File: src/design/jpeg_store_pkg.sv
package jpeg_store_pkg;

    typedef logic [31:0] word_t;
    typedef logic [31:0] frame_count_t;
    typedef logic [7:0]  burst_len_t;     // words in the burst minus one.
    typedef logic [9:0]  fifo_level_t;
    typedef logic [3:0]  size_level_t;

    typedef enum logic [1:0] {
        CAP_IDLE,
        CAP_WAIT,
        CAP_ENCODE
    } capture_state_t;

    typedef enum logic [1:0] {
        RD_IDLE,
        RD_HEADER,
        RD_DATA,
        RD_FRAME_OVER
    } read_state_t;

    localparam int FIFO_DEPTH        = 512;
    localparam int ALMOST_FULL_LEVEL = 480;
    localparam int BURST_WORDS       = 256;
    localparam int SIZE_DEPTH        = 8;

endpackage

File: src/design/burst_read_ctrl.sv
module burst_read_ctrl import jpeg_store_pkg::*; (
    input  logic         clk,
    input  logic         rstn,
    input  logic         capture_on,
    input  fifo_level_t  level,
    input  logic         word_ready,
    input  logic         frame_ended,
    input  frame_count_t frame_words,
    input  logic         burst_last,
    input  logic         frame_complete,
    input  logic         rd_data_burst_ready,
    input  logic         rd_data_ready,
    output logic         rd_data_burst_valid,
    output burst_len_t   rd_data_burst,
    output logic         burst_load,
    output burst_len_t   load_len,
    output logic         rd_data_valid,
    output logic         rd_data_last,
    output logic         rd_take,
    output logic         frame_done
);

    read_state_t  state;
    read_state_t  state_nxt;
    frame_count_t loaded;
    frame_count_t remaining;
    logic         full_burst;
    logic         tail_burst;

    assign remaining  = frame_words - loaded; // words of the frame not yet given a header.
    assign full_burst = (level >= fifo_level_t'(BURST_WORDS));
    assign tail_burst = frame_ended && (remaining != '0);

    assign burst_load = (state == RD_IDLE) && capture_on && (full_burst || tail_burst);
    assign load_len   = full_burst ? burst_len_t'(BURST_WORDS - 1)
                                   : burst_len_t'(remaining - 1'b1);

    assign rd_data_burst_valid = (state == RD_HEADER);
    assign rd_data_valid       = (state == RD_DATA) && word_ready;
    assign rd_data_last        = (state == RD_DATA) && burst_last;
    assign rd_take             = rd_data_valid && rd_data_ready;
    assign frame_done          = (state == RD_FRAME_OVER);

    always_comb begin
        state_nxt = state;
        if (!capture_on) begin
            state_nxt = RD_IDLE;
        end else begin
            case (state)
                RD_IDLE: begin
                    if (burst_load) begin
                        state_nxt = RD_HEADER;
                    end
                end
                RD_HEADER: begin
                    if (rd_data_burst_ready) begin
                        state_nxt = RD_DATA;
                    end
                end
                RD_DATA: begin
                    if (rd_take && burst_last) begin
                        state_nxt = frame_complete ? RD_FRAME_OVER : RD_IDLE;
                    end
                end
                default: state_nxt = RD_IDLE; // frame over lasts a single cycle.
            endcase
        end
    end

    always_ff @(posedge clk or negedge rstn) begin
        if (!rstn) begin
            state         <= RD_IDLE;
            loaded        <= '0;
            rd_data_burst <= '0;
        end else begin
            state <= state_nxt;
            if (!capture_on || frame_done) begin
                loaded <= '0;
            end else if (burst_load) begin
                loaded <= loaded + frame_count_t'(load_len) + 1'b1;
            end
            if (burst_load) begin
                rd_data_burst <= load_len;
            end
        end
    end

endmodule

File: config.mk
export PLATFORM = sky130hd
export DESIGN_NAME = burst_read_ctrl
export DESIGN_NICKNAME = d
export VERILOG_FILES = /design/src/design/jpeg_store_pkg.sv /design/src/design/burst_read_ctrl.sv
export SDC_FILE = /design/constraint.sdc
export NUM_CORES = 1
export LEC_CHECK = 0
export BUFFER_PORTS_ARGS = -buffer_cell sky130_fd_sc_hd__buf_2
export CORE_MARGIN = 3
export CORE_UTILIZATION = 53
export DETAILED_ROUTE_END_ITERATION = 12
export GPL_TIMING_DRIVEN = 0
export PLACE_DENSITY = 0.88
export SLEW_MARGIN = 10
export SYNTH_ARGS = -nofsm -noshare
export SYNTH_HDL_FRONTEND = slang
export SYNTH_SLANG_ARGS = --single-unit
File: constraint.sdc
create_clock -name clk -period 5.81 [get_ports clk]
set_clock_uncertainty 0.15 [all_clocks]
set_input_delay 1.4525 -clock clk [delete_from_list [all_inputs] [get_ports clk]]
set_output_delay 1.4525 -clock clk [all_outputs]
set_load 0.1 [all_outputs]
==> impl_results.md <==
- Outcome: finished with violations
- Failing checks: setup timing
- # DRC: 0
- Cells after Synth: between 600 and 700
- Pin count of the biggest net entering global routing: 43
- Mapped cell area: around 4800 sq um
- Most numerous cell in the Yosys netlist: nand2_1
- Synthesis-to-layout area growth: 22.10%
- Hold WC Path Type: flip-flop to flip-flop
- Synth cell count leaders: 66 x nand2_1, 57 x a21oi_1, 48 x inv_1
- Layout cells sized above 1: about a quarter
- Synth warn: 0
- XOR/XNOR Fraction of Synth Area: 4.578%
- Hold wc startpoint: rd_data_burst[6]
- Reg-to-reg endpoint: loaded[0]
- Number of distinct library cells after synthesis: 68
- Top_reg_cell synth: dfrtp_1
- Most used cell, CP: or4_4
- Vias per cell: a little under 7
- Worst Hold Path EP: rd_data_burst[6]
- Worst Path Arrival: between 4 and 5 ns
- Seq/Total Area, Yosys: between 20 and 25%
- Clk_lat worst skew: ~0.31 ns
- Async SR Flop Fraction: 100.0%
- Post-synthesis compound-gate area fraction: around 26%
- Setup_tns: -8.613 ns
- Post-synth net total: about 710
- # clock sinks: 42
- Drt pass-1 iters: 6
- Max Cap Viol: 0
- Crit-path cells: buf_2 -> ha_1 -> buf_6 -> o211ai_1 -> o211ai_2 -> a31oi_4 -> and3_1 -> or4_4 -> nor4_4 -> nand4_1 -> or4_4 -> nand2_8 -> clkinvlp_4 -> buf_12
- Clk root buf: clkbuf_8
- CTS tree: built
- Mux contribution to synthesized area: under 10%
- CTS Hold Bufs: 0
- CTS max path bufs: 2
- Core ar.: roughly 9000 sq um
- Worst path top cell family by delay: simple AND/OR/NAND/NOR gates
- Antenna diodes: 0
- Final worst slack: -0.6605 ns
- PD cells: between 300 and 400 nW/um^2
- Post-synth EDFFs: 0
- RR Startpoint: loaded[3]
- Port Buffers: 64
- Die Ht: slightly above 100 microns
- Synth Register Bits: 42
- R2R Setup Slk: 0.21 ns
- Synth top area cells: dfrtp_1 22%, ha_1 11%, a21oi_1 6.0%
- Clock-pin transition on the worst setup and hold timing paths: about 0.080 ns
- Max-slew violations: 0
- Starting Density: between 50% and 60%
- Post-detail-place hpwl: around 11 mm
- Antenna violations before repair: 0
- CP endpoint kind: output pin
- Io pins: 73
- Crit-path max FO: 8
- Yosys top cell area share: 21.97%
- Place WS: -1.077 ns
- Total Power: about 1900 uW
- Worst r2r path cells: 29
- Cell taking the most area after synthesis: dfrtp_1
- Final setup viols: 19
- Vias: 5,512
- Gr ovfl total: 0
- Drt total wl: approximately 16 mm
- Num rows: 34
- Die width: just over 100 microns
- Filler cell count: between 600 and 700
- Clock H-tree levels: 2
- Syn Area/Cell: roughly 7.8 sq um
- Unrepaired setup endpoints after global routing: yes
- Placed Cells: 782
- Fmax: approximately 0.15 GHz
- Slew @ Worst Pin: 1.252 ns
- Final Hold Fails: 0
- CP max stage cell: or4_4
- Largest family of logic cells by synthesized area: compound AO/OA/AOI/OAI gates
- Final nets: around 800
- Vias in the first global route: about 5,100
- Gpl congestion: 0.9132
- Max IR drop VDD: 0.3629 mV
- Detail Route Antenna Nets: 0
- Initial DRC count: about 500
- Die area: approximately 10,000 sq um
- Post-route insts no fill: about 820
- WS Path Type: input pin to output pin
- Min Hold Slack: approximately 0.35 ns
- Relative slew slack: 15.91%
- CP max stage delay: 0.56 ns
- Adder-Cell Fraction of Synth Area: 11.82%
- Part of the cycle the worst path needs: 111.4%
- WL per Instance: 19.48 microns
- Post-Synth Simple-Gate Area: 23.96%
- Buf/Inv on CP: 4
- Hold Path Depth: 1
- GRT Total Usage: slightly below 30%
- CP startpoint kind: input pin
- Crit path required time: between 4 and 5 ns
- CTS Buf Count: 5
- First-pass GRT wire length: 24.48 mm
- Final min period: 6.471 ns
- Leak: 0.002423 uW
-- report_power, final --
part	switching [uW]	internal [uW]
clock network	107	128
logic	839	432
registers	36.1	333
-- timing repair --
item / in CTS / in global routing
resized for setup: 32 / 34
cloned: 0 / 0
setup endpoints to repair: 10 / 27
pin swaps: 9 / 18
buffers inserted: 21 / 9
-- layout make-up --
cell class              instances  area [sq um]  share of cell area (%)
plain buffers                  23         138.9                   2.378
clock buffers                   6         72.57                   1.243
clock inverters                 2         37.54                  0.6427
inverters                      48         196.4                   3.363
multi-input cells             492          3616                   61.91
flip-flops and latches         42          1051                   17.99
well taps                     108         135.1                   2.314
repair buffers                 94         593.1                   10.15
-- worst reg2reg max path: cells and delay by family, from the launching register on --
kind,cells,cell delay [ns]
compound gates,5,1.00
fa+ha+maj,1,0.29
buf+inv,18,2.38
flops,1,0.41
simple gates,5,1.23
-- metrics by stage --
step                      util [%]  instance area (sq um)
after floorplan                  -                   4855
after global placement       60.59                   5310
after detailed placement     60.59                   5310
after CTS                    64.88                   5685
after global routing         66.65                   5841
final                        66.65                   5841
-- flip-flops by register name, indices dropped and copies added (netlist names) --
name           count
loaded            32
rd_data_burst      8
state              2
-- worst max path at each step --
stage | from | to | slack (ns) | depth (start not counted)
floorplan | frame_words[0] | burst_load | -0.48 | 16
global placement | frame_words[0] | burst_load | -1.07 | 18
detailed placement | frame_words[0] | burst_load | -1.08 | 18
CTS | frame_words[0] | burst_load | -0.56 | 16
global route | frame_words[5] | burst_load | -0.64 | 14
finish | frame_words[5] | burst_load | -0.66 | 14
-- layout by cell type (no fill, tap or decap), types with 4 or more instances in the layout --
cell type  instances
nand4_1           23
o21a_1             8
and2_1             6
o211ai_1           5
buf_2             64
inv_1             45
clkbuf_1          10
o31ai_1           16
dfrtp_1           42
and4_1             6
ha_1              38
buf_4             33
or3_1              6
nor2_1            30
a21oi_1           55
clkbuf_8           5
a211o_1            4
a31oi_1            7
xor2_1            10
o21ai_1            4
nor2b_1            5
a21o_1            14
buf_6              4
and3_1            13
nand2b_1           4
mux2_2             6
o21ai_0           21
mux2i_1           16
nand2_1           62
or4_1             11
nand3_1           14
xnor2_1           13
nor3_1            12
-- metal layers --
layer  vias up  part of all wire [%]  GRT usage, %
met5         -                     0             0
met4         0                   5.3         12.68
met3        94                   8.7         3.875
met2       391                    47         49.27
met1      2578                    39         37.68
li1       2449                     -             -
-- cell families after synthesis --
kind of cell | after synthesis
muxes | 24
buffers and inverters | 76
and+or+nand+nor | 217
DFF | 42
adders and majority gates | 44
xor gates and xnor gates | 25
AOI/OAI and AO/OA | 182
(Power assumes the default switching activity.)
