`src/design/jpeg_store_pkg.sv`:
```
package jpeg_store_pkg;

    typedef logic [31:0] word_t;
    typedef logic [31:0] frame_count_t;
    typedef logic [7:0]  burst_len_t;     // words in the burst minus one.
    typedef logic [9:0]  fifo_level_t;
    typedef logic [3:0]  size_level_t;

    typedef enum logic [1:0] {
        CAP_IDLE,
        CAP_WAIT,
        CAP_ENCODE
    } capture_state_t;

    typedef enum logic [1:0] {
        RD_IDLE,
        RD_HEADER,
        RD_DATA,
        RD_FRAME_OVER
    } read_state_t;

    localparam int FIFO_DEPTH        = 512;
    localparam int ALMOST_FULL_LEVEL = 480;
    localparam int BURST_WORDS       = 256;
    localparam int SIZE_DEPTH        = 8;

endpackage

```
`src/design/frame_size_fifo.sv`:
```
module frame_size_fifo import jpeg_store_pkg::*; (
    input  logic         clk,
    input  logic         rstn,
    input  logic         capture_on,
    input  logic         enc_word_valid,
    input  logic         enc_frame_end,
    input  logic         frame_done,
    input  logic         rd_info_valid,
    output frame_count_t frame_words,
    output logic         frame_ended,
    output frame_count_t rd_info,
    output logic         rd_info_ready,
    output size_level_t  frame_save_num
);

    frame_count_t                  size_mem [SIZE_DEPTH];
    logic [$clog2(SIZE_DEPTH)-1:0] wr_ptr;
    logic [$clog2(SIZE_DEPTH)-1:0] rd_ptr;
    size_level_t                   q_count;
    frame_count_t                  word_cnt;
    logic                          push_d;
    logic                          push;
    logic                          load;

    assign push = push_d && (q_count < size_level_t'(SIZE_DEPTH));
    assign load = (q_count != '0) && (!rd_info_ready || rd_info_valid);

    assign frame_save_num = q_count + size_level_t'(rd_info_ready);

    always_ff @(posedge clk or negedge rstn) begin
        if (!rstn) begin
            word_cnt    <= '0;
            frame_words <= '0;
            frame_ended <= 1'b0;
            push_d      <= 1'b0;
        end else if (!capture_on) begin
            word_cnt    <= '0;
            frame_words <= '0;
            frame_ended <= 1'b0;
            push_d      <= 1'b0;
        end else begin
            push_d <= enc_word_valid && enc_frame_end; // size enters the queue a cycle later.
            if (enc_word_valid && enc_frame_end) begin
                word_cnt    <= '0;
                frame_words <= word_cnt + 1'b1;
                frame_ended <= 1'b1;
            end else begin
                if (enc_word_valid) begin
                    word_cnt <= word_cnt + 1'b1;
                end
                if (frame_done) begin
                    frame_words <= '0; // zero keeps a stale size from matching the next frame.
                    frame_ended <= 1'b0;
                end
            end
        end
    end

    always_ff @(posedge clk) begin
        if (push) begin
            size_mem[wr_ptr] <= frame_words;
        end
        if (load) begin
            rd_info <= size_mem[rd_ptr];
        end
    end

    always_ff @(posedge clk or negedge rstn) begin
        if (!rstn) begin
            wr_ptr        <= '0;
            rd_ptr        <= '0;
            q_count       <= '0;
            rd_info_ready <= 1'b0;
        end else if (!capture_on) begin
            wr_ptr        <= '0;
            rd_ptr        <= '0;
            q_count       <= '0;
            rd_info_ready <= 1'b0;
        end else begin
            wr_ptr  <= wr_ptr + push;
            rd_ptr  <= rd_ptr + load;
            q_count <= q_count + size_level_t'(push) - size_level_t'(load);
            if (load) begin
                rd_info_ready <= 1'b1;
            end else if (rd_info_valid) begin
                rd_info_ready <= 1'b0; // the head was consumed with nothing behind it.
            end
        end
    end

endmodule

```
`config.mk`:
```
export PLATFORM = sky130hd
export DESIGN_NAME = frame_size_fifo
export DESIGN_NICKNAME = d
export VERILOG_FILES = /design/src/design/jpeg_store_pkg.sv /design/src/design/frame_size_fifo.sv
export SDC_FILE = /design/constraint.sdc
export NUM_CORES = 1
export LEC_CHECK = 0
export BUFFER_PORTS_ARGS = -buffer_cell sky130_fd_sc_hd__buf_2
export CAP_MARGIN = 0
export CORE_AREA = 2 2 224 226
export DETAILED_ROUTE_END_ITERATION = 8
export DIE_AREA = 0 0 226 228
export GPL_ROUTABILITY_DRIVEN = 0
export REMOVE_ABC_BUFFERS = 1
export SLEW_MARGIN = 20
export SYNTH_ARGS = -nofsm -noshare
export SYNTH_HDL_FRONTEND = slang
export SYNTH_SLANG_ARGS = --single-unit
```
`constraint.sdc`:
```
create_clock -name clk -period 4.5 [get_ports clk]
set_input_delay 1.125 -clock clk [delete_from_list [all_inputs] [get_ports clk]]
set_output_delay 1.125 -clock clk [all_outputs]
set_load 0.02 [all_outputs]
```
==> metrics.txt <==
# TYPE chip_impl_metric gauge
chip_impl_info{name="outcome",value="complete, no violations"} 1
chip_impl_metric{name="finalSetupViolCount",unit=""} 0
chip_impl_metric{name="fp.dieH",unit="microns"} 228
chip_impl_metric{name="skew_final",unit="ns"} 0.00772
chip_impl_metric{name="worst-slew-pin-transition",unit="ns"} 1.04
chip_impl_metric{name="tcrit_tclk_final",unit="%"} 62.0
chip_impl_metric{name="postCtsHoldBufs",unit=""} 0
chip_impl_info{name="most_common_library_cell_in_the_layout_ignoring_fill_and_taps",value="sky130_fd_sc_hd__edfxtp_1"} 1
chip_impl_info{name="crit_type",value="flip-flop to primary output"} 1
chip_impl_metric{name="post-cts-setup-buffer-count",unit=""} 0
chip_impl_metric{name="yosysSeqAreaShare",unit="%"} 72.6
chip_impl_info{name="mostFrequentLayoutCells",value="sky130_fd_sc_hd__edfxtp_1, sky130_fd_sc_hd__dfrtp_1, sky130_fd_sc_hd__buf_2"} 1
chip_impl_info{name="dominant_combinational_cell_family_by_area_after_synthesis",value="multiplexers"} 1
chip_impl_metric{name="p_per_area",unit="nW/um^2"} 502
chip_impl_metric{name="wl_met1",unit="mm"} 14.4
chip_impl_metric{name="ctsHtreeMaxLevel",unit=""} 2
chip_impl_metric{name="met2WireLength",unit="mm"} 14.7
chip_impl_metric{name="slew_viol_final",unit=""} 0
chip_impl_metric{name="synth_seq_cells",unit=""} 365
chip_impl_metric{name="grt.total_usage",unit="%"} 12.3
chip_impl_metric{name="timing.fmax",unit="MHz"} 358
chip_impl_metric{name="critical_path_peak_fanout",unit=""} 3
chip_impl_metric{name="worst-endpoint-arrival",unit="ns"} 1.66
chip_impl_metric{name="vias",unit=""} 7611
chip_impl_metric{name="clock_insertion_delay_worst_skew",unit="ns"} 0.52
chip_impl_metric{name="worst_ep_required_time",unit="ns"} 3.38
chip_impl_metric{name="synthAdderAreaFrac",unit="%"} 1.08
chip_impl_metric{name="synth.area.mux_share",unit="%"} 12.4
chip_impl_metric{name="setup_total_negative_slack",unit="ns"} 0
chip_impl_info{name="top_layer_used",value="met4"} 1
chip_impl_metric{name="final_nets",unit=""} 947
chip_impl_metric{name="clock_path_buffers",unit=""} 3
chip_impl_metric{name="cts.clk_slew.worst_paths",unit="ns"} 0.06
chip_impl_metric{name="compound_cell_area_share_of_the_yosys_netlist",unit="%"} 4.17
chip_impl_metric{name="drc_marker_count_from_the_first_detailed_route_iteration",unit=""} 529
chip_impl_metric{name="synth_warnings",unit=""} 0
chip_impl_info{name="grt_setup_unrepaired",value="no"} 1
chip_impl_metric{name="power",unit="uW"} 8560
chip_impl_metric{name="rows",unit=""} 82
chip_impl_info{name="endpoint_kind",value="primary output"} 1
chip_impl_metric{name="timing.slew.headroom",unit="%"} 30.4
chip_impl_metric{name="wl_met3",unit="mm"} 1.78
chip_impl_metric{name="grt_pass1_wl",unit="mm"} 48.5
chip_impl_metric{name="first_global_vias",unit=""} 7948
chip_impl_metric{name="cts-buffers-inserted",unit=""} 40
chip_impl_metric{name="synth_cell_type_count",unit=""} 48
chip_impl_metric{name="finalHoldViolCount",unit=""} 0
chip_impl_metric{name="hpwl",unit="mm"} 18.2
chip_impl_metric{name="area_delta_synth_final",unit="%"} 17.0
chip_impl_metric{name="clock-sinks",unit=""} 365
chip_impl_metric{name="cts-resized-gates",unit=""} 0
chip_impl_metric{name="post_synthesis_share_of_cell_area_spent_on_and_or_nand_and_nor_gates",unit="%"} 5.99
chip_impl_info{name="tritoncts",value="yes"} 1
chip_impl_metric{name="drc_errors",unit=""} 0
chip_impl_metric{name="grt_antenna_before_repair",unit=""} 0
chip_impl_metric{name="syn-mean-instance-area",unit="sq um"} 17.5
chip_impl_metric{name="static-leakage-power",unit="uW"} 0.00590
chip_impl_metric{name="synthesis.area",unit="sq um"} 14600
chip_impl_metric{name="die-area",unit="sq um"} 51500
chip_impl_info{name="class_of_the_worst_hold_path",value="flip-flop to flip-flop"} 1
chip_impl_metric{name="placeableCoreArea",unit="sq um"} 49300
chip_impl_metric{name="post_synth_xor_area_fraction",unit="%"} 2.29
chip_impl_metric{name="initial_core_util",unit="%"} 29.5
chip_impl_metric{name="antenna_left",unit=""} 0
chip_impl_metric{name="number_of_buffers_inserted_by_port_buffering",unit=""} 76
chip_impl_metric{name="syn-instance-count",unit=""} 833
chip_impl_metric{name="postRouteWirelength",unit="mm"} 31.4
chip_impl_metric{name="pin_count",unit=""} 77
chip_impl_metric{name="fillerInstances",unit=""} 4682
chip_impl_metric{name="post_route_cells_drive_above_1_share",unit="%"} 28.3
chip_impl_metric{name="grt.overflow.total",unit=""} 0
chip_impl_metric{name="n_antenna_cell",unit=""} 0
chip_impl_metric{name="via_per_inst",unit=""} 4.67
chip_impl_info{name="start_kind",value="flip-flop"} 1
chip_impl_metric{name="drtPass1Iterations",unit=""} 5
chip_impl_metric{name="drt-wirelength-per-cell",unit="microns"} 19.2
chip_impl_metric{name="die_width",unit="microns"} 226
chip_impl_metric{name="grt_max_degree",unit=""} 78
chip_impl_metric{name="maxcap_violations",unit=""} 0
chip_impl_metric{name="vdd_ir_drop_max",unit="uV"} 405
chip_impl_info{name="cts_root_buf",value="sky130_fd_sc_hd__clkbuf_16"} 1
chip_impl_metric{name="final_period_minus_worst_setup_slack",unit="ns"} 2.79
## sequential cells by signal, summed over array words and instances (netlist names)
register	cells
word_cnt	32
frame_words	32
rd_ptr	3
wr_ptr	3
rd_info	32
q_count	4
push_d	1
size_mem	256
frame_ended	1
rd_info_ready	1
## layer usage
layer / track usage [%] / up-vias
met5: 0 / -
met4: 2.98 / 0
met3: 2.95 / 39
met2: 19.1 / 183
met1: 17.3 / 3944
li1: - / 3445
## cells in the mapped netlist (all sizes together)
library cell    n  share of area, %
or4             2              0.13
nand3b          3              0.18
a22o            3              0.18
fa              1              0.14
inv             5              0.13
o21ai          61               2.1
clkbuf         30              0.78
ha             11              0.95
edfxtp        288                59
xor2           19               1.1
nor2           18              0.46
or3             2              0.12
or2             3              0.13
a21oi           9              0.31
nand3          23              0.86
a211oi          1             0.052
o31ai          14              0.72
xnor2          19               1.1
mux4           64               9.9
nand2b          5              0.21
dfrtp          77                13
nand2          64               1.7
nor2b           2             0.086
a21o            2              0.10
clkinv          1             0.026
nor3           10              0.34
a41oi           1             0.060
mux2           32               2.5
and2            7              0.30
nor4            5              0.46
nand4           6              0.26
buf            14              0.51
and4            2              0.12
a31oi          15              0.64
and3            7              0.31
nor3b           7              0.36
## kinds of logic (layout without fill, tap and decap cells)
kind of cell    after synthesis  in the layout
buf+inv                      50            176
xor+xnor                     38             38
simple gates                166            166
flops                       365            365
mux                          96             96
fa+ha+maj                    12             12
compound gates              106            106
## through the flow
stage	cells	worst slack [ns]	cell area, sq um	hold slack (ns)	utilization (%)
floorplan	789	0.379	14400	0.487	-
global placement	1558	1.68	15800	0.517	32.1
detailed placement	1558	1.65	15800	0.526	32.1
CTS	1631	1.69	17000	0.532	34.5
global route	1631	1.62	17000	0.560	34.5
finish	1631	1.71	17000	0.535	34.5
## critical path, stage by stage (launching register included)
cell                      delay (ns)
sky130_fd_sc_hd__dfrtp_1        0.42
sky130_fd_sc_hd__ha_1           0.22
sky130_fd_sc_hd__ha_1           0.19
sky130_fd_sc_hd__xor2_1         0.13
sky130_fd_sc_hd__buf_2          0.18
## path summary, 6_finish.rpt
path / end / slack, ns / depth (start not counted) / start
worst min-delay path: word_cnt[25] / 0.54 / 1 / word_cnt[25]
worst max register to register: rd_info[12] / 2.01 / 3 / rd_ptr[0]
max in group asynchronous: rd_ptr[0] / 3.29 / 1 / rstn
worst max-delay path: frame_save_num[2] / 1.71 / 4 / q_count[0]
worst min register to register: word_cnt[25] / 0.54 / 1 / word_cnt[25]
min in group asynchronous: rd_info_ready / 0.62 / 1 / rstn
## area by class of cell
type	instances	area, sq um	share of cell area (%)
Sequential cell	365	10600	62.1
Timing Repair Buffer	97	544	3.19
Inverter	6	22.5	0.132
Clock buffer	60	1120	6.56
Tap cell	672	841	4.94
Multi-Input combinational cell	418	3860	22.6
Clock inverter	13	72.6	0.426
## report_power, final
| part | internal (uW) | leakage [uW] | total (uW) | switching [uW] |
|---|---|---|---|---|
| Sequential | 3900 | 0.00376 | 4040 | 149 |
| Combinational | 684 | 0.00156 | 1520 | 834 |
| Clock | 1720 | 0.000577 | 3000 | 1270 |
| Total | 6300 | 0.00590 | 8560 | 2260 |
(Power assumes the default switching activity.)
