**src/design/jpeg_store_pkg.sv**
```systemverilog
package jpeg_store_pkg;

    typedef logic [31:0] word_t;
    typedef logic [31:0] frame_count_t;
    typedef logic [7:0]  burst_len_t;     // words in the burst minus one.
    typedef logic [9:0]  fifo_level_t;
    typedef logic [3:0]  size_level_t;

    typedef enum logic [1:0] {
        CAP_IDLE,
        CAP_WAIT,
        CAP_ENCODE
    } capture_state_t;

    typedef enum logic [1:0] {
        RD_IDLE,
        RD_HEADER,
        RD_DATA,
        RD_FRAME_OVER
    } read_state_t;

    localparam int FIFO_DEPTH        = 512;
    localparam int ALMOST_FULL_LEVEL = 480;
    localparam int BURST_WORDS       = 256;
    localparam int SIZE_DEPTH        = 8;

endpackage

```
**src/design/burst_word_counter.sv**
```systemverilog
module burst_word_counter import jpeg_store_pkg::*; (
    input  logic         clk,
    input  logic         rstn,
    input  logic         capture_on,
    input  logic         burst_load,
    input  burst_len_t   load_len,
    input  logic         data_fire,
    input  frame_count_t frame_words,
    input  logic         frame_done,
    output logic         burst_last,
    output logic         frame_complete
);

    burst_len_t   words_left; // words still to send in this burst, minus one.
    frame_count_t words_sent;

    assign burst_last     = (words_left == '0);
    assign frame_complete = ((words_sent + 1'b1) == frame_words);

    always_ff @(posedge clk or negedge rstn) begin
        if (!rstn) begin
            words_left <= '0;
        end else if (!capture_on) begin
            words_left <= '0;
        end else if (burst_load) begin
            words_left <= load_len;
        end else if (data_fire && !burst_last) begin
            words_left <= words_left - 1'b1;
        end
    end

    always_ff @(posedge clk or negedge rstn) begin
        if (!rstn) begin
            words_sent <= '0;
        end else if (!capture_on || frame_done) begin
            words_sent <= '0;
        end else if (data_fire) begin
            words_sent <= words_sent + 1'b1;
        end
    end

endmodule

```
**config.mk**
```make
export PLATFORM = sky130hd
export DESIGN_NAME = burst_word_counter
export DESIGN_NICKNAME = d
export VERILOG_FILES = /design/src/design/jpeg_store_pkg.sv /design/src/design/burst_word_counter.sv
export SDC_FILE = /design/constraint.sdc
export NUM_CORES = 1
export LEC_CHECK = 0
export CAP_MARGIN = 20
export CELL_PAD_IN_SITES_DETAIL_PLACEMENT = 0
export CELL_PAD_IN_SITES_GLOBAL_PLACEMENT = 2
export CORE_UTILIZATION = 34
export DETAILED_ROUTE_END_ITERATION = 10
export DONT_BUFFER_PORTS = 1
export PLACE_DENSITY = 0.76
export SETUP_SLACK_MARGIN = 0.15
export SLEW_MARGIN = 20
export SYNTH_ARGS = -nofsm -noshare
export SYNTH_HDL_FRONTEND = slang
export SYNTH_SLANG_ARGS = --single-unit
```
**constraint.sdc**
```tcl
create_clock -name clk -period 2.34 [get_ports clk]
set_input_delay 0.234 -clock clk [delete_from_list [all_inputs] [get_ports clk]]
set_output_delay 0.234 -clock clk [all_outputs]
set_load 0.1 [all_outputs]
```
==> results of run 1 <==
[power groups by stage]
stage	registers (uW)	clock network [uW]	logic [uW]
final	729	607	244
after global routing	732	655	275
after CTS	727	627	244
after detailed placement	740	0	219
after global placement	740	0	219
after floorplan	736	0	179
[state kept, by name, indices dropped and copies added (netlist names)]
register,cells
words_left,8
words_sent,32
[layer usage]
layer  vias to the layer above  track usage [%]  wire length [um]
met4                         0             5.86               156
met5                         -                0                 0
met1                      1409             26.8              4260
met3                        11             3.19               335
met2                        58             32.1              4260
li1                       1487                -                 -
[final cells by class]
type                    count  area share, %
clock buffers               5           1.70
clock inverters             3           1.18
inverters                   8          0.742
multi-input cells         325           53.6
flip-flops and latches     40           24.8
well taps                 108           3.34
repair buffers             73           14.7
[how the worst min path moves through the flow]
stage                from        endpoint  slack (ps)  cells after the start
2_1_floorplan        rstn   words_left[0]         -60                      0
3_3_place_gp         rstn  words_sent[13]         -60                      0
3_5_place_dp         rstn  words_sent[13]         -60                      0
4_1_cts        capture_on   words_left[1]          30                      2
5_1_grt        capture_on   words_left[7]          40                      1
6_report       capture_on   words_left[1]          40                      2
[metrics by stage]
stage	hold slack, ps	setup WS (ps)	cells	instance area [um2]	utilization, %
finish	41.4	-584	562	4050	45.5
global route	37.1	-718	562	4050	45.5
floorplan	-61.6	-208	396	3240	-
global placement	-60.4	-472	549	3780	42.5
CTS	31.7	-588	561	4000	45.0
detailed placement	-60.6	-487	549	3780	42.5
[cells in the mapped netlist (all sizes together)]
cell type  count  area (um2)
o32ai          1        8.76
a22o           4        35.0
o2111ai        1        8.76
a32oi          1        8.76
a31oi          4        25.0
or4            2        15.0
and2           4        27.5
nand3b         1        7.51
xor2          28         245
nor3          17        95.1
nor2b          1        6.26
a311oi         1        8.76
a31o           1        8.76
a22oi          2        15.0
and4           3        26.3
clkbuf        14        53.8
o311ai         1        8.76
nand4         15        93.8
nand2b         4        25.0
inv            8        30.0
a21oi         14        70.1
o31ai          1        7.51
nor2          60         244
o2bb2ai        1        8.76
and3           6        42.5
nand2         41         154
a211oi         2        15.0
a41oi          1        8.76
o21bai         1        7.51
mux2i          3        30.0
buf            9        56.3
dfrtp         40        1000
o21a           1        7.51
nand3         16        92.6
xnor2         47         412
o21ai         16        80.1
nor4          10        83.8
mux2           1        11.3
nor3b          5        37.5
or3            5        31.3
ha             3        37.5
[worst max-delay path: stages, from the launching register on]
cell and delay (ps):
dfrtp_1 400, ha_4 160, nand2_4 50, or4_4 540, buf_6 160, nor4_4 130
xnor2_1 150, o2bb2ai_1 90, nor4_1 260, and4_4 280, buf_12 170
[timing repair]
action / CTS / global route
gates cloned: 0 / 0
pin swaps: 4 / 3
endpoints found under the hold margin: 40 / 0
hold buffers: 2 / 0
resized for setup: 10 / 9
setup endpoints to repair: 4 / 4
setup buffers: 2 / 1
[kinds of logic (layout without fill, tap and decap cells)]
| group | Yosys count | count (layout) | synth area share (%) |
|---|---|---|---|
| multiplexers | 4 | 4 | 1.29 |
| adder cells (fa/ha/maj) | 3 | 3 | 1.18 |
| AND/OR/NAND/NOR | 190 | 190 | 30.8 |
| AO/OA/AOI/OAI | 53 | 53 | 10.4 |
| XOR/XNOR | 75 | 75 | 20.6 |
| buffers and inverters | 31 | 89 | 4.39 |
| flip-flops | 40 | 40 | 31.4 |
==> results.md, run 1 <==
- Most frequent cells in the layout: buf_4, nor2_1, xnor2_1
- Initial antenna violation count: 0
- Mean area per synthesized cell: 8.06 um2
- Achievable Freq: 0.342 GHz
- Synthesis-to-finish area growth: 26.8%
- Max-slew violations: 0
- Synth Warn #: 0
- First-pass DRT Iterations: 4
- Fin Clk Skew: 13.0 ps
- Fin Setup TNS: -584 ps
- Nets@finish: 502
- Final Hold Vio Count: 0
- Worst r2r path cells: 11
- Reg2reg setup slack: 250 ps
- NetSw: 447 uW
- Die X: 98.9 um
- Max-Cap Viols: 0
- Post-DR vias/cell: 5.28
- Synth cell types: 53
- Final setup violation count: 1
- First-pass GRT wire length: 15.2 mm
- Reg2reg start: words_sent[0]
- DIE HEIGHT: 98.9 um
- Final GP Congestion: 0.857
- Crit path DAT: 2690 ps
- Starting Density: 35.9%
- Clk pwr share: 38.4%
- Worst setup SP type: flip-flop
- Die area: 9780 um2
- H-tree Lvls: 2
- CP Max Fanout: 5
- Worst Path Required: 2110 ps
- DR DRC count: 0
- Multi-input logic area: 2170 um2
- R2R Path End: words_sent[20]
- # IOs: 48
- Worst rel slew slack: 67.9%
- Sequential share of the synthesized area: 31.4%
- # diodes: 0
- Maximum vdd drop: 0.000223 V
- Flop pwr share: 46.1%
- Unrepaired setup endpoints after global routing: true
- Vias in the first global route: 3009
- Rows: 34
- Power density over the cells: 390 nW/um2
- Root Buffer: clkbuf_8
- Num CTS Buffers: 5
- Failing checks: negative setup slack
- PnR Total Power: 1580 uW
- Status: complete, but fails checks
- Most common cell after layout, fill and taps aside: buf_4
- Total grt overflow: 0
- Clock slew at reported path FFs: 90 ps
- Worst setup path endpoint: frame_complete
- Post-route ant nets: 0
- Fraction of layout cells with a size suffix above 1: 24.2%
- Hold Crit Class: in -> reg
- Post-Route WL: 9.00 mm
- Seq cells post-synth: 40
- Net Sw Frac: 28.3%
- Fillers: 899
- Largest net degree at the start of global routing: 41
- Initial DRC count: 114
- Port Buf Inserts: 0
- Leakage: 0.00165 uW
- Post-Synthesis Cells: 396
- Final worst slack: -584 ps
- Critical Setup Path Class: reg -> out
- CTS tree: yes
- Mapped Area: 3190 um2
- Gr usage total: 19.7%
- Crit. Startpoint: words_sent[0]
- DP HPWL: 6.91 mm
- Worst-Skew Late Latency: 310 ps
- Detail-routed net length per standard cell: 16.0 um
- Core box area: 8890 um2
- Worst Tran Pin Value: 477 ps
- FF/Latch Area: 1000 um2
- Minimum clock period: 2920 ps
- Via Count: 2965
- Int Pwr: 1130 uW
- Syn Nets: 445
- Comb pwr share: 15.4%
- Fin crit share: 125%
- Critical Path Sink Type: primary output
- Maximum clock path buffer count: 2
- Clock sinks: 40
(Power assumes the default switching activity.)
==> run 2, diff against run 1 <==
- CORE_UTILIZATION: 34 -> 38
- PLACE_DENSITY: 0.76 -> 0.78
- clock period: 2.34 -> 3.35 ns (I/O delays scaled with it)
==> run 2 against run 1 <==
The flow now finishes without violations. Critical path depth down 2. Via count down 7.6%. Worst hold slack better by 120 ps. Die area down 10%. Setup slack better by 820 ps. Sequential cell count unchanged. Count of clock-buffer cells in the layout up 1. Design area down 12%. Register-to-register slack better by 730 ps. Wire length down 7.7%. Combinational power down 35%. Critical path type unchanged. Critical endpoint unchanged.
==> results.md, run 2 (synthesized netlist as in run 1, its figures left out) <==
- Final GP Congestion: 0.787
- Max FFs per register: 32
- Nets@finish: 448
- Placed cell area: 3320 um2
- PnR Total Power: 1010 uW
- Critical Setup Path Class: reg -> out
- Crit path DAT: 2780 ps
- Leakage: 0.00133 uW
- Fillers: 888
- Maximum vdd drop: 0.000122 V
- Minimum clock period: 3110 ps
- DR top layer: met4
- Fraction of layout cells with a size suffix above 1: 13.5%
- Unrepaired setup endpoints after global routing: false
- Root Buffer: clkbuf_8
- Achievable Freq: 0.321 GHz
- First-pass GRT wire length: 14.0 mm
- Num CTS Buffers: 5
- # diodes: 0
- Critical Path Sink Type: primary output
- Most common cell after layout, fill and taps aside: nor2_1
- Die area: 8770 um2
- Post-Route WL: 8.31 mm
- Vias in the first global route: 2730
- Via Count: 2741
- Clock slew at reported path FFs: 80 ps
- Initial DRC count: 90
- Starting Density: 39.0%
- Port Buf Inserts: 0
- Design area: 3560 um2
- Maximum clock path buffer count: 2
- Reg2reg setup slack: 980 ps
- Max-Cap Viols: 0
- Worst Tran Pin Value: 816 ps
- Worst-Skew Late Latency: 300 ps
- Max-slew violations: 0
- Fin crit share: 92.9%
- DRT met1 WL: 3.76 mm
- Worst rel slew slack: 45.6%
- Fin Setup TNS: 0 ps
- CTS tree: yes
- Power density over the cells: 284 nW/um2
- Most frequent cells in the layout: nor2_1, xnor2_1, nand2_1
- Hold Crit Class: in -> reg
- CP Max Fanout: 9
- Gr usage total: 20.7%
- Met2 routed WL: 4.12 mm
- Die X: 93.7 um
- Post-DR vias/cell: 5.43
- First-pass DRT Iterations: 4
- Initial antenna violation count: 0
- H-tree Lvls: 2
- Worst Path Required: 3010 ps
- Total grt overflow: 0
- Final setup violation count: 0
- Rows: 33
- Largest register by flop count: words_sent
- Hold WS: 160 ps
- Final design utilization: 43.6%
- Clock sinks: 40
- Biggest regs: words_sent x32, words_left x8
- Detail-routed net length per standard cell: 16.5 um
- Final Hold Vio Count: 0
- Synthesis-to-finish area growth: 11.6%
- Post-route ant nets: 0
- # IOs: 48
- DR DRC count: 0
- Status: finished clean
- Wire length on met3: 325 um
- Core box area: 8180 um2
- Largest net degree at the start of global routing: 41
- Fin Clk Skew: 6.82 ps
- DIE HEIGHT: 93.7 um
- Worst setup SP type: flip-flop
- DP HPWL: 6.29 mm
[run 2: cell types whose count changed in the layout (fill, tap and decap cells not counted), sizes merged]
cell	previous run	this run
clkbuf	5	6
buf	72	18
bufinv	1	0
[run 2: worst max-delay path, stage by stage (launching register included)]
cell and delay [ps]:
dfrtp_2 420, nand3_4 150, or4_4 640, nor3_4 240, xnor2_1 150, nand4_1 130, nor4_2 270, and4_2 300
buf_12 180
[run 2: what timing repair did]
item / 4_1_cts / 5_1_grt
endpoints found under the hold margin: 40 / 0
setup buffers: 1 / 4
pin swaps: 0 / 3
gates resized for setup: 5 / 16
setup endpoints to repair: 1 / 1
hold buffers: 2 / 0
gates cloned: 0 / 0
[run 2: path summary, 6_finish.rpt]
path / startpoint / to / cells after the start
min in group asynchronous: rstn / words_sent[10] / 2
setup reg to reg: words_left[5] / words_left[7] / 8
hold / removal: capture_on / words_left[1] / 2
max in group asynchronous: rstn / words_sent[2] / 2
setup / recovery: words_sent[5] / frame_complete / 8
hold reg to reg: words_left[1] / words_left[1] / 2
[run 2: layout make-up]
class | instances | area [um2] | area share (%)
Inverter | 8 | 30.0 | 0.843
Clock inverter | 2 | 10.0 | 0.281
Tap cell | 105 | 131 | 3.69
Timing Repair Buffer | 19 | 178 | 4.99
Multi-Input combinational cell | 325 | 2120 | 59.5
Clock buffer | 6 | 82.6 | 2.32
Sequential cell | 40 | 1010 | 28.4
[run 2: per-stage QoR]
stage          setup WS [ps]  cells
2_1_floorplan            359    396
3_3_place_gp             291    490
3_5_place_dp             224    490
4_1_cts                  150    501
5_1_grt                  156    505
6_report                 236    505
[run 2: layer usage]
metal / vias to the layer above / global-route usage, %
li1: 1372 / -
met1: 1315 / 26.9
met2: 45 / 34.4
met3: 9 / 4.77
met4: 0 / 5.51
met5: - / 0
[run 2: power breakdown]
part / switching, uW / total [uW] / internal (uW)
Combinational: 95.3 / 159 / 63.8
Clock: 179 / 344 / 165
Sequential: 12.7 / 507 / 494
Total: 287 / 1010 / 723
