$ cat config.mk
export PLATFORM = sky130hd
export DESIGN_NAME = capture_frame_ctrl
export DESIGN_NICKNAME = d
export VERILOG_FILES = /design/src/design/jpeg_store_pkg.sv /design/src/design/capture_frame_ctrl.sv
export SDC_FILE = /design/constraint.sdc
export NUM_CORES = 1
export LEC_CHECK = 0
export ABC_AREA = 1
export ABC_CLOCK_PERIOD_IN_PS = 2250
export BUFFER_PORTS_ARGS = -buffer_cell sky130_fd_sc_hd__buf_2
export CAP_MARGIN = 20
export CORE_UTILIZATION = 45
export DETAILED_ROUTE_END_ITERATION = 16
export PLACE_DENSITY = 0.76
export SYNTH_ARGS = -nofsm -noshare
export SYNTH_HDL_FRONTEND = slang
export SYNTH_SLANG_ARGS = --single-unit
$ cat constraint.sdc
create_clock -name clk -period 2.25 [get_ports clk]
set_input_delay 0.1125 -clock clk [delete_from_list [all_inputs] [get_ports clk]]
set_output_delay 0.1125 -clock clk [all_outputs]
set_load 0.01 [all_outputs]
$ cat src/design/jpeg_store_pkg.sv
package jpeg_store_pkg;

    typedef logic [31:0] word_t;
    typedef logic [31:0] frame_count_t;
    typedef logic [7:0]  burst_len_t;     // words in the burst minus one.
    typedef logic [9:0]  fifo_level_t;
    typedef logic [3:0]  size_level_t;

    typedef enum logic [1:0] {
        CAP_IDLE,
        CAP_WAIT,
        CAP_ENCODE
    } capture_state_t;

    typedef enum logic [1:0] {
        RD_IDLE,
        RD_HEADER,
        RD_DATA,
        RD_FRAME_OVER
    } read_state_t;

    localparam int FIFO_DEPTH        = 512;
    localparam int ALMOST_FULL_LEVEL = 480;
    localparam int BURST_WORDS       = 256;
    localparam int SIZE_DEPTH        = 8;

endpackage

$ cat src/design/capture_frame_ctrl.sv
module capture_frame_ctrl import jpeg_store_pkg::*; (
    input  logic         clk,
    input  logic         rstn,
    input  logic         capture_on,
    input  frame_count_t add_need_frame_num,
    input  logic         add_need_frame_pos,
    input  logic         frame_done,
    output frame_count_t total_need_frame_num,
    output logic         frame_start
);

    capture_state_t state;
    capture_state_t state_nxt;
    logic           done_hit;
    frame_count_t   add_term;

    assign done_hit = frame_done && (state == CAP_ENCODE); // a frame has fully left the store.
    assign add_term = add_need_frame_pos ? add_need_frame_num : '0;

    // the pulse lasts one cycle since the state moves on at the next edge.
    assign frame_start = capture_on && (state == CAP_WAIT) && (total_need_frame_num != '0);

    always_comb begin
        state_nxt = state;
        if (!capture_on) begin
            state_nxt = CAP_IDLE;
        end else begin
            case (state)
                CAP_IDLE:   state_nxt = CAP_WAIT;
                CAP_WAIT:   state_nxt = frame_start ? CAP_ENCODE : CAP_WAIT;
                CAP_ENCODE: state_nxt = done_hit ? CAP_WAIT : CAP_ENCODE;
                default:    state_nxt = CAP_IDLE;
            endcase
        end
    end

    always_ff @(posedge clk or negedge rstn) begin
        if (!rstn) begin
            state <= CAP_IDLE;
        end else begin
            state <= state_nxt;
        end
    end

    always_ff @(posedge clk or negedge rstn) begin
        if (!rstn) begin
            total_need_frame_num <= '0;
        end else if (!capture_on) begin
            total_need_frame_num <= '0;
        end else begin
            // an add and a finished frame in one cycle net out here.
            total_need_frame_num <= total_need_frame_num + add_term
                                    - frame_count_t'(done_hit);
        end
    end

endmodule

==> results.json, run 1 <==
{
  "status": "finished clean",
  "final_util": 0.599,
  "die_y_um": 102,
  "crit_buf_inv": 5,
  "reg2reg_to": "total_need_frame_num[8]$_DFF_PN0_",
  "setup_viol": 0,
  "cp-end-kind": "flip-flop",
  "drtAntennaViolNets": 0,
  "synth-edff-count": 0,
  "area_delta_synth_final_pct": 29.8,
  "path_cells": "inv_2, nand2_2, nor2_2, ha_1, inv_2, ha_4, inv_2, fa_2, inv_4, nand3_4, nand3_4, nand2_2, nand2_4, buf_6, xnor2_1, nor2_1",
  "synth_area_per_cell_um2": 5.86,
  "nets": 984,
  "seq_area_um2": 851,
  "ys.flop_type": "dfrtp_1",
  "multi_input_area_um2": 3150,
  "slew_headroom": 0.408,
  "grt_pass1_wl_um": 19900,
  "overflow": 0,
  "routabilityCongestion": 1.00,
  "grt_max_degree": 35,
  "cap_violations": 0,
  "holdPathEnd": "state[1]$_DFF_PN0_",
  "cpMaxStageDelayCell": "dfrtp_1",
  "hold_path_class": "input port to flip-flop",
  "fmax_ghz": 0.445,
  "clkTransAtPathRegs_ns": 0.08,
  "core_area_um2": 9680,
  "netlist_top_cells_count": "nand2_1, inv_1, nor2_1",
  "synth-seq-cells": 34,
  "grt.total_usage": 0.248,
  "drt_first_pass_iters": 5,
  "criticalPathCategory": "flip-flop to flip-flop",
  "ys.warnings.count": 0,
  "initial_core_util": 0.461,
  "fin_crit_sh": 0.999,
  "hold_depth": 4,
  "design.die.area_um2": 10300,
  "critPathMaxFanout": 4,
  "p_sw_w": 0.00508,
  "min_from": "frame_done",
  "vias_per_cell": 4.79,
  "cts_made_buffers": 5,
  "clock_power_share": 0.052,
  "antenna_found_initial": 0,
  "synth_area_leaders": "nand2_1, dfrtp_1, inv_1, ha_1, nor2_1",
  "clock-sinks": 34,
  "r2r_start": "state[0]$_DFF_PN0_",
  "routedWlPerCell_um": 12.7,
  "synth_cell_types": 30,
  "rsz0062_at_grt": "yes",
  "diodes": 0,
  "start_kind": "flip-flop",
  "crit_family": "adder cells",
  "drive_above_1_share": 0.256,
  "io_pins": 70,
  "critical_path.most_common_cell": "inv_2",
  "power_density_nw_per_um2": 1570,
  "tns_ns": 0,
  "synth.net_count": 863,
  "synth_most_common_cell": "nand2_1",
  "ir_worst_vdd_uv": 657,
  "clock-root-buffer": "clkbuf_8",
  "reg2reg_slack_ns": 0.003,
  "ctsHtreeMaxLevel": 2,
  "drv_slew": 0,
  "vias": 4867,
  "worst_pin_slew_ns": 0.887,
  "cp.arrival_ns": 2.43,
  "netSwitchingFraction": 0.556,
  "synth.top_cell.area_share": 0.203,
  "hold_violations": 0,
  "skew_ns": 0.00631,
  "grt_pass1_vias": 4288,
  "combPwrFrac": 0.837,
  "syn_inst": 763,
  "required_ns": 2.44,
  "drc_errors": 0,
  "drtIter0Drc": 285,
  "cp.depth": 16,
  "die_w_um": 102,
  "p_int_w": 0.00405,
  "ff2ff_path_depth": 16,
  "ys_seq_area_frac": 0.190,
  "cpPeakStageDelay_ns": 0.38,
  "synth_top_cell_by_area": "nand2_1",
  "p_leak_nw": 3.56,
  "post-route-min-period_ns": 2.25,
  "drt-total-wl_um": 12900,
  "async_flop_share": 1.00,
  "cts_tree": "yes",
  "insertion_delay_ns": 0.30,
  "portBuffers": 69,
  "dpl.hpwl_um": 9770,
  "rows": 36,
  "clockBufferDepth": 2,
  "pwr-share-seq": 0.110,
  "nFillCells": 932,
  "syn_area_um2": 4470
}
==> power groups by stage <==
| stage | Clock [W] | Sequential [W] | Combinational (W) |
|---|---|---|---|
| 2_1_floorplan | 0 | 0.00110 | 0.00447 |
| 3_3_place_gp | 0 | 0.00103 | 0.00634 |
| 3_5_place_dp | 0 | 0.00102 | 0.00643 |
| 4_1_cts | 0.000481 | 0.00101 | 0.00666 |
| 5_1_grt | 0.000505 | 0.00103 | 0.00851 |
| 6_report | 0.000475 | 0.00101 | 0.00764 |
==> worst min-delay path, stage by stage <==
cell,delay (ns)
buf_2,0.08
inv_1,0.05
nand3_1,0.06
a21oi_1,0.07
==> what timing repair did <==
action                                  4_1_cts  5_1_grt
gates resized for setup                      14       72
hold buffers                                  1        0
pin swaps                                     5       17
setup buffers                                15        7
hold endpoints to repair                     34        0
endpoints found under the setup margin       11       26
==> logic make-up after synthesis <==
family | count (synthesis) | synth area share
adders and majority gates | 63 | 0.178
and+or+nand+nor | 384 | 0.366
DFF | 34 | 0.190
AOI/OAI and AO/OA | 56 | 0.0658
buffers and inverters | 220 | 0.188
xor gates and xnor gates | 6 | 0.0118
==> through the flow <==
step	area, µm²	hold WS [ns]	std cells	total power [W]	worst slack, ns
2_1_floorplan	4470	-0.183	763	0.00557	0.0114
3_3_place_gp	5170	0.270	987	0.00737	-0.0563
3_5_place_dp	5170	0.282	987	0.00745	-0.134
4_1_cts	5410	0.109	1010	0.00815	-0.0197
5_1_grt	5800	0.118	1017	0.0101	-0.117
6_report	5800	0.113	1017	0.00912	0.00306
==> final cells by class <==
| cell class | instances | area share |
|---|---|---|
| Multi-Input combinational cell | 509 | 0.543 |
| Sequential cell | 34 | 0.147 |
| Inverter | 214 | 0.139 |
| Timing Repair Buffer | 120 | 0.129 |
| Tap cell | 133 | 0.0287 |
| Clock buffer | 5 | 0.0119 |
| Clock inverter | 2 | 0.00173 |
==> sequential cells by signal, summed over array words and instances (netlist names) <==
register and count:
total_need_frame_num 32, state 2
==> how the worst max path moves through the flow <==
stage	start	endpoint	slack (ns)
after floorplan	state[0]$_DFF_PN0_	total_need_frame_num[28]$_DFF_PN0_	0.01
after global placement	state[0]$_DFF_PN0_	total_need_frame_num[20]$_DFF_PN0_	-0.06
after detailed placement	state[0]$_DFF_PN0_	total_need_frame_num[24]$_DFF_PN0_	-0.13
after CTS	state[0]$_DFF_PN0_	total_need_frame_num[20]$_DFF_PN0_	-0.02
after global routing	state[0]$_DFF_PN0_	total_need_frame_num[8]$_DFF_PN0_	-0.12
final	state[0]$_DFF_PN0_	total_need_frame_num[8]$_DFF_PN0_	0.003
==> metal layers <==
metal  vias to the layer above  wire (µm)  track usage
li1                       2514          -            -
met3                        11        650       0.0228
met5                         -          0            0
met1                      2209       6110        0.347
met2                       133       6050        0.411
met4                         0        135       0.0591
==> layout by cell type, fill, tap and decap left out, types with 11 or more instances in the layout <==
| cell type | count |
|---|---|
| a21oi_1 | 30 |
| buf_2 | 69 |
| buf_4 | 48 |
| dfrtp_1 | 34 |
| ha_1 | 44 |
| ha_4 | 11 |
| inv_1 | 206 |
| nand2_1 | 222 |
| nand2_2 | 33 |
| nand3_1 | 21 |
| nor2_1 | 59 |
| o21ai_0 | 11 |
Power figures use the tool's default switching activity.
==> inputs of run 2 (changes only) <==
Settings changed: CORE_ASPECT_RATIO set to 1.75.
==> run 2 against run 1 <==
Compared with the run above: via count grew 4.0%; die area rose by 0.15%; global-route usage is 2.5 points higher; first-iteration DRC count is 19% lower; critical path depth up 2; maximum frequency down 2.5%; worst hold slack improved by 0.038 ns; the run now ends with negative setup slack left.
==> results.json, run 2 (same netlist as run 1, synthesis figures left out) <==
{
  "clockBufferDepth": 2,
  "antenna_found_initial": 0,
  "cp.depth": 18,
  "dp_slack_ns": -0.164,
  "multi_input_area_um2": 3240,
  "dpl.hpwl_um": 11000,
  "path_cells": "inv_2, nand2_4, nor2_4, ha_4, inv_2, ha_4, inv_2, fa_2, inv_2, buf_6, buf_6, nand3_2, nand3_4, nand2_2, nand3_2, nand2_1, nand2_1, nor2_1",
  "total_power_w": 0.0101,
  "fmax_ghz": 0.434,
  "status": "finished, violations left",
  "design.die.area_um2": 10400,
  "cpPeakStageDelay_ns": 0.39,
  "die_y_um": 134,
  "routed.top_layer": "met4",
  "skew_ns": 0.00351,
  "post-route-min-period_ns": 2.30,
  "dpl_cell_area_um2": 5290,
  "ff2ff_path_depth": 18,
  "p_leak_nw": 3.67,
  "clock-sinks": 34,
  "final.setup.worst_slack_ns": -0.0536,
  "drt-total-wl_um": 14400,
  "hold_depth": 4,
  "critPathMaxFanout": 4,
  "routedWlPerCell_um": 14.1,
  "vias_per_cell": 4.98,
  "portBuffers": 69,
  "slew_headroom": 0.398,
  "cts_tree": "yes",
  "reg_top3": "total_need_frame_num: 32 flops, state: 2 flops",
  "final_util": 0.636,
  "largest-register": "total_need_frame_num",
  "fin_area_um2": 6060,
  "cp.arrival_ns": 2.48,
  "power_density_nw_per_um2": 1660,
  "wl_met2_um": 7870,
  "largest_register_ffs": 32,
  "grt_pass1_wl_um": 21800,
  "drtAntennaViolNets": 0,
  "criticalPathCategory": "flip-flop to flip-flop",
  "setup_viol": 7,
  "drtIter0Drc": 230,
  "hold_path_class": "input port to flip-flop",
  "worst_pin_slew_ns": 0.902,
  "grt_pass1_vias": 4924,
  "ctsHtreeMaxLevel": 2,
  "die_w_um": 77.3,
  "fin_crit_sh": 1.02,
  "grt_max_degree": 35,
  "crit_family": "adder cells",
  "drv_slew": 0,
  "diodes": 0,
  "nFillCells": 900,
  "rsz0062_at_grt": "yes",
  "seq_area_um2": 851,
  "final_common_cell": "nand2_1",
  "routabilityCongestion": 0.956,
  "io_pins": 70,
  "tns_ns": -0.255,
  "area_delta_synth_final_pct": 35.5,
  "grt.total_usage": 0.273,
  "cts_made_buffers": 5,
  "clock-root-buffer": "clkbuf_16",
  "critical_path.most_common_cell": "inv_2",
  "start_kind": "flip-flop",
  "rows": 47,
  "final_cell_mix": "nand2_1, inv_1, buf_2, nor2_1, buf_4",
  "cp-end-kind": "flip-flop",
  "cap_violations": 0,
  "ir_worst_vdd_uv": 849,
  "m1WireLength_um": 4940,
  "core_area_um2": 9530,
  "required_ns": 2.43,
  "drive_above_1_share": 0.285,
  "crit_buf_inv": 6,
  "wl_met3_um": 487,
  "overflow": 0,
  "clkTransAtPathRegs_ns": 0.06,
  "cpMaxStageDelayCell": "dfrtp_1",
  "initial_core_util": 0.469,
  "nets": 994,
  "drc_errors": 0,
  "violations": "negative setup slack",
  "drt_first_pass_iters": 5,
  "hold_violations": 0,
  "insertion_delay_ns": 0.29,
  "vias": 5061
}
-- run 2: changes by cell type in the layout (fill, tap and decap cells not counted), sizes merged --
cell	delta
buf	+10
bufinv	+1
-- run 2: worst register-to-register path, cell delays in order (launching register included) --
cell and delay [ns]:
dfrtp_1 0.39, inv_2 0.08, nand2_4 0.05, nor2_4 0.12, ha_4 0.22, inv_2 0.06, ha_4 0.13, inv_2 0.04
fa_2 0.34, inv_2 0.10, buf_6 0.12, buf_6 0.09, nand3_2 0.08, nand3_4 0.12, nand2_2 0.08, nand3_2 0.06
nand2_1 0.05, nand2_1 0.05, nor2_1 0.04
-- run 2: metal layers --
metal,vias to the layer above,track usage
met5,-,0
met4,0,0.200
met3,71,0.0401
met2,152,0.525
met1,2310,0.254
li1,2528,-
-- run 2: layout make-up --
type                    instances  share of cell area
multi-input cells             509               0.536
flip-flops and latches         34               0.140
repair buffers                130               0.139
inverters                     214               0.133
well taps                     122              0.0252
clock buffers                   5              0.0207
clock inverters                 3             0.00661
-- run 2: path summary, 6_finish.rpt --
kind / slack, ns / end / from
max: -0.05 / total_need_frame_num[26]$_DFF_PN0_ / state[0]$_DFF_PN0_
min: 0.15 / state[1]$_DFF_PN0_ / frame_done
max reg2reg: -0.05 / total_need_frame_num[26]$_DFF_PN0_ / state[0]$_DFF_PN0_
min reg2reg: 0.67 / total_need_frame_num[0]$_DFF_PN0_ / total_need_frame_num[0]$_DFF_PN0_
max in group asynchronous: 1.19 / total_need_frame_num[29]$_DFF_PN0_ / rstn
min in group asynchronous: 0.49 / total_need_frame_num[13]$_DFF_PN0_ / rstn
-- run 2: report_power, final --
group | internal [W] | switching [W] | leakage [nW]
Combinational | 0.00326 | 0.00495 | 3.15
Clock | 0.000520 | 0.000305 | 0.0836
Sequential | 0.000858 | 0.000161 | 0.435
Total | 0.00464 | 0.00542 | 3.67
-- run 2: stage by stage --
step,std cells,hold slack (ns)
after floorplan,763,-0.183
after global placement,994,0.292
after detailed placement,994,0.294
after CTS,1013,0.109
after global routing,1017,0.168
final,1017,0.151
-- run 2: what timing repair did --
| action | CTS | global route |
|---|---|---|
| buffers inserted | 10 | 8 |
| pin swaps | 13 | 27 |
| endpoints found under the setup margin | 14 | 26 |
| endpoints found under the hold margin | 34 | 0 |
| gates resized for setup | 23 | 83 |
| hold buffers | 1 | 0 |
==> inputs of run 3 (changes only) <==
Settings changed: PLACE_DENSITY 0.76 to 0.77, TNS_END_PERCENT set to 5.
==> run 3 against run 2 <==
Compared with the run above: the run still ends with negative setup slack left; die area unchanged; clock power decreased by 16%; worst hold slack better by 0.031 ns; sequential cell count stayed put; clock-buffer cell count rose by 2; critical path depth is 2 lower; critical path type unchanged; largest cell class unchanged.
==> results.json, run 3 (same netlist as run 1, synthesis figures left out) <==
{
  "routed.top_layer": "met4",
  "power_density_nw_per_um2": 1620,
  "r2r_start": "state[0]$_DFF_PN0_",
  "holdPathEnd": "state[1]$_DFF_PN0_",
  "slew_headroom": 0.396,
  "layout.cells.non_filler": 1004,
  "rsz0062_at_grt": "yes",
  "largest_register_ffs": 32,
  "ff2ff_path_depth": 16,
  "wl_met2_um": 7370,
  "p_leak_nw": 3.56,
  "cts_tree": "yes",
  "fmax_ghz": 0.430,
  "start_kind": "flip-flop",
  "fin_crit_sh": 1.03,
  "final_cell_mix": "nand2_1, inv_1, buf_2, nor2_1, ha_1",
  "dpl.hpwl_um": 10800,
  "routedWlPerCell_um": 13.6,
  "violations": "negative setup slack",
  "crit_family": "simple AND/OR/NAND/NOR gates",
  "final.setup.worst_slack_ns": -0.0731,
  "critical_path.most_common_cell": "inv_2",
  "post-route-min-period_ns": 2.32,
  "grt_max_degree": 35,
  "worst_pin_slew_ns": 0.905,
  "clkTransAtPathRegs_ns": 0.06,
  "core_area_um2": 9530,
  "required_ns": 2.46,
  "min_from": "frame_done",
  "routabilityCongestion": 0.939,
  "nFillCells": 970,
  "reg2reg_slack_ns": -0.07,
  "io_pins": 70,
  "clock-root-buffer": "clkbuf_16",
  "drive_above_1_share": 0.223,
  "status": "finished, violations left",
  "antenna_found_initial": 0,
  "drv_slew": 0,
  "cp-end-kind": "flip-flop",
  "criticalPathCategory": "flip-flop to flip-flop",
  "reg_top3": "total_need_frame_num: 32 flops, state: 2 flops",
  "critPathMaxFanout": 4,
  "area_delta_synth_final_pct": 27.6,
  "cts_made_buffers": 5,
  "hold_violations": 0,
  "crit_buf_inv": 5,
  "cpMaxStageDelayCell": "fa_2",
  "vias": 4996,
  "drtIter0Drc": 243,
  "design.die.area_um2": 10400,
  "drt-total-wl_um": 13600,
  "tns_ns": -0.221,
  "grt_pass1_vias": 4967,
  "nets": 982,
  "ctsHtreeMaxLevel": 2,
  "final_common_cell": "nand2_1",
  "portBuffers": 69,
  "cp.arrival_ns": 2.54,
  "drc_errors": 0,
  "grt_pass1_wl_um": 21300,
  "wl_met3_um": 555,
  "cpPeakStageDelay_ns": 0.38,
  "vias_per_cell": 4.98,
  "dp.cells": 993,
  "insertion_delay_ns": 0.29,
  "path_cells": "inv_2, nand2_2, nor2_4, ha_4, inv_2, ha_4, inv_2, fa_2, inv_2, buf_6, nand3_2, nand3_4, nand3_4, nand3_2, nand2_1, nor2_1",
  "reg2reg_to": "total_need_frame_num[18]$_DFF_PN0_",
  "rows": 47,
  "largest-register": "total_need_frame_num",
  "whs_ns": 0.182,
  "startpoint": "state[0]$_DFF_PN0_",
  "clock-sinks": 34,
  "drt_first_pass_iters": 5,
  "hold_path_class": "input port to flip-flop",
  "m1WireLength_um": 4660,
  "setup_viol": 9,
  "die_w_um": 77.3,
  "grt.total_usage": 0.266,
  "hold_depth": 4,
  "diodes": 0,
  "skew_ns": 0.00606,
  "cap_violations": 0,
  "initial_core_util": 0.469,
  "overflow": 0,
  "drtAntennaViolNets": 0,
  "ir_worst_vdd_uv": 766,
  "clockBufferDepth": 2,
  "die_y_um": 134
}
## run 3: cell types whose count changed in the layout (fill, tap and decap cells not counted), moves of 7 or more
cell | previous run | this run
buf_4 | 55 | 45
ha_1 | 45 | 55
ha_4 | 14 | 6
nand2_1 | 218 | 232
nand2_2 | 35 | 23
nand3_2 | 15 | 8
## run 3: what timing repair did
action,CTS,global route
hold endpoints to repair,34,0
setup buffers,0,3
setup endpoints to repair,12,23
gates resized for setup,9,48
hold buffers,1,0
pin swaps,2,16
## run 3: cell type report
cell class / count / area [µm²] / area share
clock buffer: 7 / 133 / 0.0233
multi-input combinational: 509 / 3030 / 0.531
inverter: 214 / 803 / 0.141
sequential: 34 / 851 / 0.149
timing repair buffer: 118 / 736 / 0.129
tap: 122 / 153 / 0.0268
## run 3: how the worst max path moves through the flow
stage / end / cells after the start
6_report: total_need_frame_num[18]$_DFF_PN0_ / 16
5_1_grt: total_need_frame_num[28]$_DFF_PN0_ / 17
4_1_cts: total_need_frame_num[30]$_DFF_PN0_ / 17
3_5_place_dp: total_need_frame_num[28]$_DFF_PN0_ / 16
3_3_place_gp: total_need_frame_num[20]$_DFF_PN0_ / 18
2_1_floorplan: total_need_frame_num[28]$_DFF_PN0_ / 16
## run 3: tightest hold or removal path, cell delays in order
cell	delay, ns
buf_2	0.08
inv_1	0.07
nand3_1	0.09
a21oi_1	0.07
## run 3: metal layers
layer,vias up,track usage
met5,-,0
met4,0,0.213
met1,2253,0.243
met2,167,0.508
li1,2512,-
met3,64,0.0381
## run 3: report_power, final
group | internal, W | switching (W)
Sequential | 0.000859 | 0.000155
Clock | 0.000406 | 0.000289
Combinational | 0.00289 | 0.00466
Total | 0.00416 | 0.00510
## run 3: metrics by stage
stage / cell area, µm² / utilization / power (W) / worst slack [ns]
4_1_cts: 5450 / 0.572 / 0.00866 / -0.0250
3_5_place_dp: 5280 / 0.555 / 0.00787 / -0.120
5_1_grt: 5700 / 0.599 / 0.0101 / -0.206
2_1_floorplan: 4470 / - / 0.00557 / 0.0114
3_3_place_gp: 5280 / 0.555 / 0.00780 / -0.0586
6_report: 5700 / 0.599 / 0.00926 / -0.0731
